### src/design/aes_pkg.sv
/*
 * AES-256 shared definitions
 * State, block and key types, schedule sizes, round constants
 * and the round controller state encoding
 */
package aes_pkg;

    // Byte k sits at column k/4, row k%4, bits 8k+7..8k
    typedef logic [15:0][7:0] aes_state_t;

    // Block travelling in or out together with its strobe
    typedef struct packed {
        logic       valid;
        aes_state_t data;
    } aes_block_t;

    // Full cipher key, byte j at bits 8j+7..8j
    typedef logic [255:0] aes_key_t;

    // Same byte layout as the state so AddRoundKey is a plain XOR
    typedef logic [15:0][7:0] round_key_t;

    localparam int NUM_ROUNDS    = 14;
    localparam int NUM_KEY_WORDS = 60;

    // One constant per eighth schedule word, words 8 to 56
    localparam logic [7:0] RCON [7] = '{8'h01, 8'h02, 8'h04, 8'h08, 8'h10, 8'h20, 8'h40};

    // Round controller states
    typedef enum logic [2:0] {
        ST_IDLE,
        ST_ADD_KEY,
        ST_LOAD,
        ST_SUB,
        ST_SHIFT,
        ST_MIX,
        ST_STORE,
        ST_DONE
    } enc_state_e;

endpackage

### src/design/aes_sbox.sv
/*
 * AES S-box for a single byte
 * Multiplicative inverse in GF(2^8) followed by the affine map,
 * purely combinational, no lookup table
 */
`timescale 1ns/1ps

module aes_sbox (
    input  logic [7:0] in_byte,
    output logic [7:0] out_byte
);

    logic [7:0] inv;
    logic [7:0] sq;

    // Product modulo x^8 + x^4 + x^3 + x + 1
    function automatic logic [7:0] gf_mul(input logic [7:0] a, input logic [7:0] b);
        logic [7:0] p;
        logic [7:0] t;
        p = 8'h00;
        t = a;
        for (int i = 0; i < 8; i++)
        begin
            if (b[i])
                p = p ^ t;
            // Multiply t by x and reduce
            t = {t[6:0], 1'b0} ^ (t[7] ? 8'h1b : 8'h00);
        end
        return p;
    endfunction

    // Inverse as x^254 = x^2 * x^4 * ... * x^128
    // Zero falls out as zero, as the S-box definition wants
    always_comb
    begin
        sq  = in_byte;
        inv = 8'h01;
        for (int i = 1; i < 8; i++)
        begin
            sq  = gf_mul(sq, sq);
            inv = gf_mul(inv, sq);
        end
    end

    // Affine map: b ^ rotl1 ^ rotl2 ^ rotl3 ^ rotl4 ^ 0x63
    assign out_byte = inv
                    ^ {inv[6:0], inv[7]}
                    ^ {inv[5:0], inv[7:6]}
                    ^ {inv[4:0], inv[7:5]}
                    ^ {inv[3:0], inv[7:4]}
                    ^ 8'h63;

endmodule

### src/design/aes_sub_shift.sv
/*
 * Byte-serial SubBytes with ShiftRows folded in
 * Unloads the state through one S-box, one byte per cycle, and
 * drops each result at its ShiftRows position
 */
`timescale 1ns/1ps

module aes_sub_shift (
    input  logic                clk,
    input  logic                resetn,
    input  logic                start,
    input  aes_pkg::aes_state_t state_in,
    output aes_pkg::aes_state_t state_out,
    output logic                sub_done
);
    import aes_pkg::*;

    aes_state_t shift_q;
    logic [3:0] byte_cnt;
    logic       active;
    logic [7:0] sub_byte;
    logic [1:0] row;
    logic [1:0] dst_col;
    logic [3:0] dst_idx;

    // Byte 0 of the shift register is always the one in the S-box
    aes_sbox i_sbox (
        .in_byte  (shift_q[0]),
        .out_byte (sub_byte)
    );

    // Row r moves left by r columns, wraps mod 4
    assign row     = byte_cnt[1:0];
    assign dst_col = byte_cnt[3:2] - row;
    assign dst_idx = {dst_col, row};

    always_ff @(posedge clk or negedge resetn)
    begin
        if (!resetn)
        begin
            active   <= 1'b0;
            byte_cnt <= 4'd0;
            sub_done <= 1'b0;
        end
        else
        begin
            // Pulse once the sixteenth byte has been written
            sub_done <= active && (byte_cnt == 4'd15);
            if (start)
            begin
                active   <= 1'b1;
                byte_cnt <= 4'd0;
            end
            else if (active)
            begin
                byte_cnt <= byte_cnt + 4'd1;
                if (byte_cnt == 4'd15)
                    active <= 1'b0;
            end
        end
    end

    // Data path, shift down by one byte per cycle
    always_ff @(posedge clk)
    begin
        if (start)
            shift_q <= state_in;
        else if (active)
        begin
            shift_q            <= {8'h00, shift_q[15:1]};
            state_out[dst_idx] <= sub_byte;
        end
    end

endmodule

### src/design/aes_mix_columns.sv
/*
 * MixColumns stage
 * Multiplies each state column by the fixed AES matrix,
 * result registered every cycle
 */
`timescale 1ns/1ps

module aes_mix_columns (
    input  logic                clk,
    input  logic                resetn,
    input  aes_pkg::aes_state_t state_in,
    output aes_pkg::aes_state_t state_out
);

    // Multiply by x in GF(2^8)
    function automatic logic [7:0] xtime(input logic [7:0] b);
        return {b[6:0], 1'b0} ^ (b[7] ? 8'h1b : 8'h00);
    endfunction

    // One column, rows 0..3 in bytes 0..3
    // 3a is xtime(a) ^ a
    function automatic logic [3:0][7:0] mix_col(input logic [3:0][7:0] a);
        logic [3:0][7:0] b;
        b[0] = xtime(a[0]) ^ xtime(a[1]) ^ a[1] ^ a[2] ^ a[3];
        b[1] = a[0] ^ xtime(a[1]) ^ xtime(a[2]) ^ a[2] ^ a[3];
        b[2] = a[0] ^ a[1] ^ xtime(a[2]) ^ xtime(a[3]) ^ a[3];
        b[3] = xtime(a[0]) ^ a[0] ^ a[1] ^ a[2] ^ xtime(a[3]);
        return b;
    endfunction

    always_ff @(posedge clk or negedge resetn)
    begin
        if (!resetn)
            state_out <= '0;
        else
        begin
            // Column c holds bytes 4c..4c+3
            for (int c = 0; c < 4; c++)
                state_out[4*c +: 4] <= mix_col(state_in[4*c +: 4]);
        end
    end

endmodule

### src/design/aes256_enc.sv
/*
 * AES-256 iterative encryption core
 * Round controller FSM, AddRoundKey register, input select and
 * output register around the serial S-box and MixColumns stages
 */
`timescale 1ns/1ps

module aes256_enc (
    input  logic                clk,
    input  logic                resetn,
    input  aes_pkg::aes_block_t blk_in,
    input  logic                key_ready,
    input  aes_pkg::round_key_t round_key,
    output logic [3:0]          round_idx,
    output logic                busy,
    output aes_pkg::aes_block_t blk_out
);
    import aes_pkg::*;

    enc_state_e state;
    enc_state_e state_next;
    logic [3:0] round;
    logic [3:0] sub_cnt;
    logic       accept;
    logic       start_sub;
    logic       sub_done;
    logic       out_valid;
    aes_state_t out_data;
    aes_state_t in_q;
    aes_state_t ark_q;
    aes_state_t loop_q;
    aes_state_t ark_src;
    aes_state_t shifted;
    aes_state_t mixed;

    // New block only with a valid schedule and nothing in flight
    assign accept    = blk_in.valid && key_ready && (state == ST_IDLE);
    assign busy      = (state != ST_IDLE);
    assign round_idx = round;
    assign start_sub = (state == ST_LOAD);

    // Plaintext for round 0, loop register afterwards
    assign ark_src = (round == 4'd0) ? in_q : loop_q;

    aes_sub_shift i_sub_shift (
        .clk       (clk),
        .resetn    (resetn),
        .start     (start_sub),
        .state_in  (ark_q),
        .state_out (shifted),
        .sub_done  (sub_done)
    );

    // Sees the shifted state continuously, result one cycle later
    aes_mix_columns i_mix_columns (
        .clk       (clk),
        .resetn    (resetn),
        .state_in  (shifted),
        .state_out (mixed)
    );

    always_comb
    begin
        state_next = state;
        case (state)
            ST_IDLE:
                if (accept)
                    state_next = ST_ADD_KEY;
            // Key 14 closes the cipher
            ST_ADD_KEY:
                state_next = (round == 4'(NUM_ROUNDS)) ? ST_DONE : ST_LOAD;
            ST_LOAD:
                state_next = ST_SUB;
            // 16 bytes through the S-box
            ST_SUB:
                if (sub_cnt == 4'd15)
                    state_next = ST_SHIFT;
            // Last round has no MixColumns
            ST_SHIFT:
                if (sub_done)
                    state_next = (round == 4'(NUM_ROUNDS - 1)) ? ST_STORE : ST_MIX;
            ST_MIX:
                state_next = ST_STORE;
            ST_STORE:
                state_next = ST_ADD_KEY;
            ST_DONE:
                state_next = ST_IDLE;
            default:
                state_next = ST_IDLE;
        endcase
    end

    always_ff @(posedge clk or negedge resetn)
    begin
        if (!resetn)
        begin
            state     <= ST_IDLE;
            round     <= 4'd0;
            sub_cnt   <= 4'd0;
            out_valid <= 1'b0;
        end
        else
        begin
            state     <= state_next;
            out_valid <= (state == ST_DONE);
            if (accept)
                round <= 4'd0;
            else if (state == ST_STORE)
                round <= round + 4'd1;
            if (state == ST_SUB)
                sub_cnt <= sub_cnt + 4'd1;
            else
                sub_cnt <= 4'd0;
        end
    end

    always_ff @(posedge clk)
    begin
        if (accept)
            in_q <= blk_in.data;
        if (state == ST_ADD_KEY)
            ark_q <= ark_src ^ round_key;
        // End of round state for the next AddRoundKey
        if (state == ST_STORE)
            loop_q <= (round == 4'(NUM_ROUNDS - 1)) ? shifted : mixed;
        if (state == ST_DONE)
            out_data <= ark_q;
    end

    assign blk_out = '{valid: out_valid, data: out_data};

endmodule

### config.mk
export PLATFORM = sky130hd
export DESIGN_NAME = aes256_enc
export DESIGN_NICKNAME = d
export VERILOG_FILES = /design/src/design/aes_pkg.sv /design/src/design/aes_sbox.sv /design/src/design/aes_sub_shift.sv /design/src/design/aes_mix_columns.sv /design/src/design/aes256_enc.sv
export SDC_FILE = /design/constraint.sdc
export NUM_CORES = 2
export LEC_CHECK = 0
export BUFFER_PORTS_ARGS = -buffer_cell sky130_fd_sc_hd__buf_2
export CORE_ASPECT_RATIO = 0.6
export CORE_MARGIN = 5
export CORE_UTILIZATION = 61
export DETAILED_ROUTE_END_ITERATION = 10
export GPL_TIMING_DRIVEN = 0
export HOLD_SLACK_MARGIN = 0.1
export PLACE_DENSITY = 0.81
export SYNTH_ARGS = -nofsm -noshare
export SYNTH_HDL_FRONTEND = slang
export SYNTH_SLANG_ARGS = --single-unit
### constraint.sdc
create_clock -name clk -period 17.3 [get_ports clk]
set_input_delay 1.73 -clock clk [delete_from_list [all_inputs] [get_ports clk]]
set_output_delay 1.73 -clock clk [all_outputs]
set_load 0.01 [all_outputs]
==> flow_summary_export.csv <==
group,metric,value,unit
floorplan,rows,83,
yosys,syn_area,52960,um2
grt,grt_pass1_vias,36320,
sta,drv_slew,0,
setup_path,crit_type,"reg2reg",
clocking,cts_buffers,80,
floorplan,boundaryPins,394,
detailed_routing,drt-pass1-iter-count,6,
floorplan,core_area,85780,um2
setup_path,cpPeakStageDelay,0.53,ns
worst_hold_path,min_from,"ark_q[124]",
setup_path,critical_path_required,17.71,ns
detailed_routing,ant_nets,0,
grt,grt_usage,0.3296,
yosys,synth_common_cells,"xnor2_1 (892), edfxtp_1 (768), nand2_1 (575)",
yosys,ys_top_cells_by_area,"edfxtp_1 (44%), xnor2_1 (15%), dfrtp_1 (6.9%), nand2_1 (4.1%), mux2i_1 (3.7%)",
yosys,yosysMostFrequentCell,"xnor2_1",
run,maxCapViolCount,0,
grt,grt-ovfl-total,0,
yosys,syn-num-nets,4787,
sta,worst_slew_pin_slew,1.397,ns
yosys,syn_avg_cell_area,11.74,um2
placement,port_buffers,393,
clocking,clock_path_buffers,3,
setup_path,cp-end-kind,"flip-flop",
yosys,syn_inst,4510,
floorplan,chipHeight,238.2,um
placement,place_inst,6082,
placement,place_congestion,1.015,
floorplan,start_util,0.6174,
clocking,cts_tree,"done",
sta,hold_violations,0,
setup_path,worstPathArrival,17.44,ns
yosys,synth_edf_count,768,
clocking,htree_levels,3,
sta,slew_headroom,0.06197,
sta,fmax,58.70,MHz
yosys,yosys_warnings,0,
clocking,root_buffer,"clkbuf_16",
outcome,outcome,"finished, final reports clean",
clocking,clk_latency,0.70,ns
detailed_routing,route.vias.total,38830,
finish,utilization,0.7155,
detailed_routing,drt-total-wl,158500,um
setup_path,crit_path_start,"i_sub_shift.shift_q[7]",
grt,antenna_found_initial,8,
sta,period_share,0.9847,
finish,area_growth,15.89,%
worst_hold_path,holdCritPathClass,"reg2reg",
yosys,synth_ff_type,"edfxtp_1",
yosys,synth-async-reset-ratio,0.1597,
placement,dp_hpwl,117100,um
clocking,holdBufCountCts,0,
yosys,synthDistinctLibCells,106,
yosys,synth_top_area_share,0.4354,
setup_path,rr_startpoint,"i_sub_shift.shift_q[7]",
clocking,clock_sinks,914,
finish,drive_gt1_frac,0.1974,
sta,fin_ws,0.2655,ns
sta,setup_viol,0,
floorplan,die_area,93010,um2
clocking,path_clk_slew,0.07,ns
sta,fin_skew,0.05407,ns
detailed_routing,routedWlPerCell,25.18,um
yosys,ys_seq_area_frac,0.5044,
detailed_routing,remaining_drc_errors,0,
setup_path,cp_top_family,"compound AO/OA/AOI/OAI gates",
sta,timing.final.crit_period,17.03,ns
yosys,synth_seq_cells,914,
setup_path,cp-start-kind,"flip-flop",
setup_path,crit_top_cell,"buf_4",
detailed_routing,drt_iter0_drc,5359,
setup_path,path_max_fanout,16,
yosys,yosysTopAreaCell,"edfxtp_1",
finish,nets,5355,
detailed_routing,via_per_inst,6.167,
floorplan,die_w,390.4,um
grt,grt_pass1_wl,231600,um
finish,instances_no_fill,6297,
setup_path,cp.buffers_inverters,16,
placement,place_ws,-3.346,ns
grt,grt_max_degree,113,
setup_path,slowest_stage,"xnor3_2",
[cell type report]
type / count / area [um2]
Timing Repair Buffer: 486 / 3128
Antenna cell: 8 / 20.02
Sequential cell: 914 / 26720
Fill cell: 5829 / 24400
Buffer: 244 / 1050
Inverter: 30 / 116.4
Clock buffer: 99 / 2083
Multi-Input combinational cell: 3322 / 26200
Clock inverter: 47 / 631.9
Tap cell: 1147 / 1435
[kinds of logic after synthesis]
family | count (synthesis) | synth area share
and+or+nand+nor | 1224 | 0.09823
adders and majority gates | 17 | 0.004016
AOI/OAI and AO/OA | 518 | 0.06591
xor gates and xnor gates | 1232 | 0.2405
muxes | 330 | 0.06561
DFF | 914 | 0.5044
buffers and inverters | 275 | 0.02133
[stage by stage]
stage | TNS (ns) | hold slack, ns | cell area [um2]
floorplan | 0 | 0.4180 | 52960
global placement | -576.93 | 0.4280 | 56360
detailed placement | -403.98 | 0.4357 | 57020
CTS | 0 | 0.4504 | 60390
global route | -6.930 | 0.4637 | 61380
finish | 0 | 0.4493 | 61380
[registers in the layout (all words and copies together) (netlist names)]
register	count
ark_q	128
blk_out	128
i_mix_columns.state_out	128
i_sub_shift.active	1
i_sub_shift.byte_cnt	4
i_sub_shift.shift_q	128
i_sub_shift.state_out	128
i_sub_shift.sub_done	1
in_q	128
loop_q	128
out_valid	1
round_idx	4
state	3
sub_cnt	4
[per-layer routing]
metal  GRT usage  share of wire  vias up
met5           0       0.000069        -
met4      0.1009          0.034        2
met3     0.08633           0.12      322
met2      0.4691           0.43     2499
met1      0.4986           0.42    19060
li1            -              -    16950
[cell usage in the layout, fill, tap and decap left out, types with 22 or more instances in the layout]
master and count:
nor3_1 59, nand4_1 23, edfxtp_1 768, nand2_1 574, mux2_2 133, nor2_1 371, and3_1 22, xnor2_4 28
dfrtp_1 146, clkbuf_1 167, xnor2_2 48, a21oi_1 121, xor2_1 175, clkbuf_16 80, buf_2 435, mux2i_1 192
xnor3_1 76, buf_4 61, xnor2_1 841, o21ai_0 114, nand3_1 61, a31oi_1 25, o22ai_1 26
[worst paths after layout]
kind | endpoint | slack [ns] | cells after the start
setup / recovery | i_sub_shift.state_out[40] | 0.27 | 65
hold / removal | blk_out[124] | 0.45 | 0
setup reg to reg | i_sub_shift.state_out[40] | 0.27 | 65
hold reg to reg | blk_out[124] | 0.45 | 0
max in group asynchronous | i_mix_columns.state_out[21] | 15.42 | 2
min in group asynchronous | i_mix_columns.state_out[103] | 0.90 | 1
[repair_timing]
action / CTS / global route
pin swaps: 15 / 22
cloned: 0 / 1
gates resized for setup: 67 / 107
setup buffers: 21 / 40
setup endpoints to repair: 128 / 128
[worst register-to-register path: cells and delay by family, from the launching register on]
family	cells	cell delay (ns)
buffers and inverters	16	3.37
and+or+nand+nor	9	2.29
adders and majority gates	2	0.78
muxes	3	0.64
DFF	1	0.41
xor gates and xnor gates	14	3.88
AOI/OAI and AO/OA	21	5.39
Power is left out: the tool's default activity adds up to more than one toggle a clock period on the data nets, which glitch-free logic cannot reach.
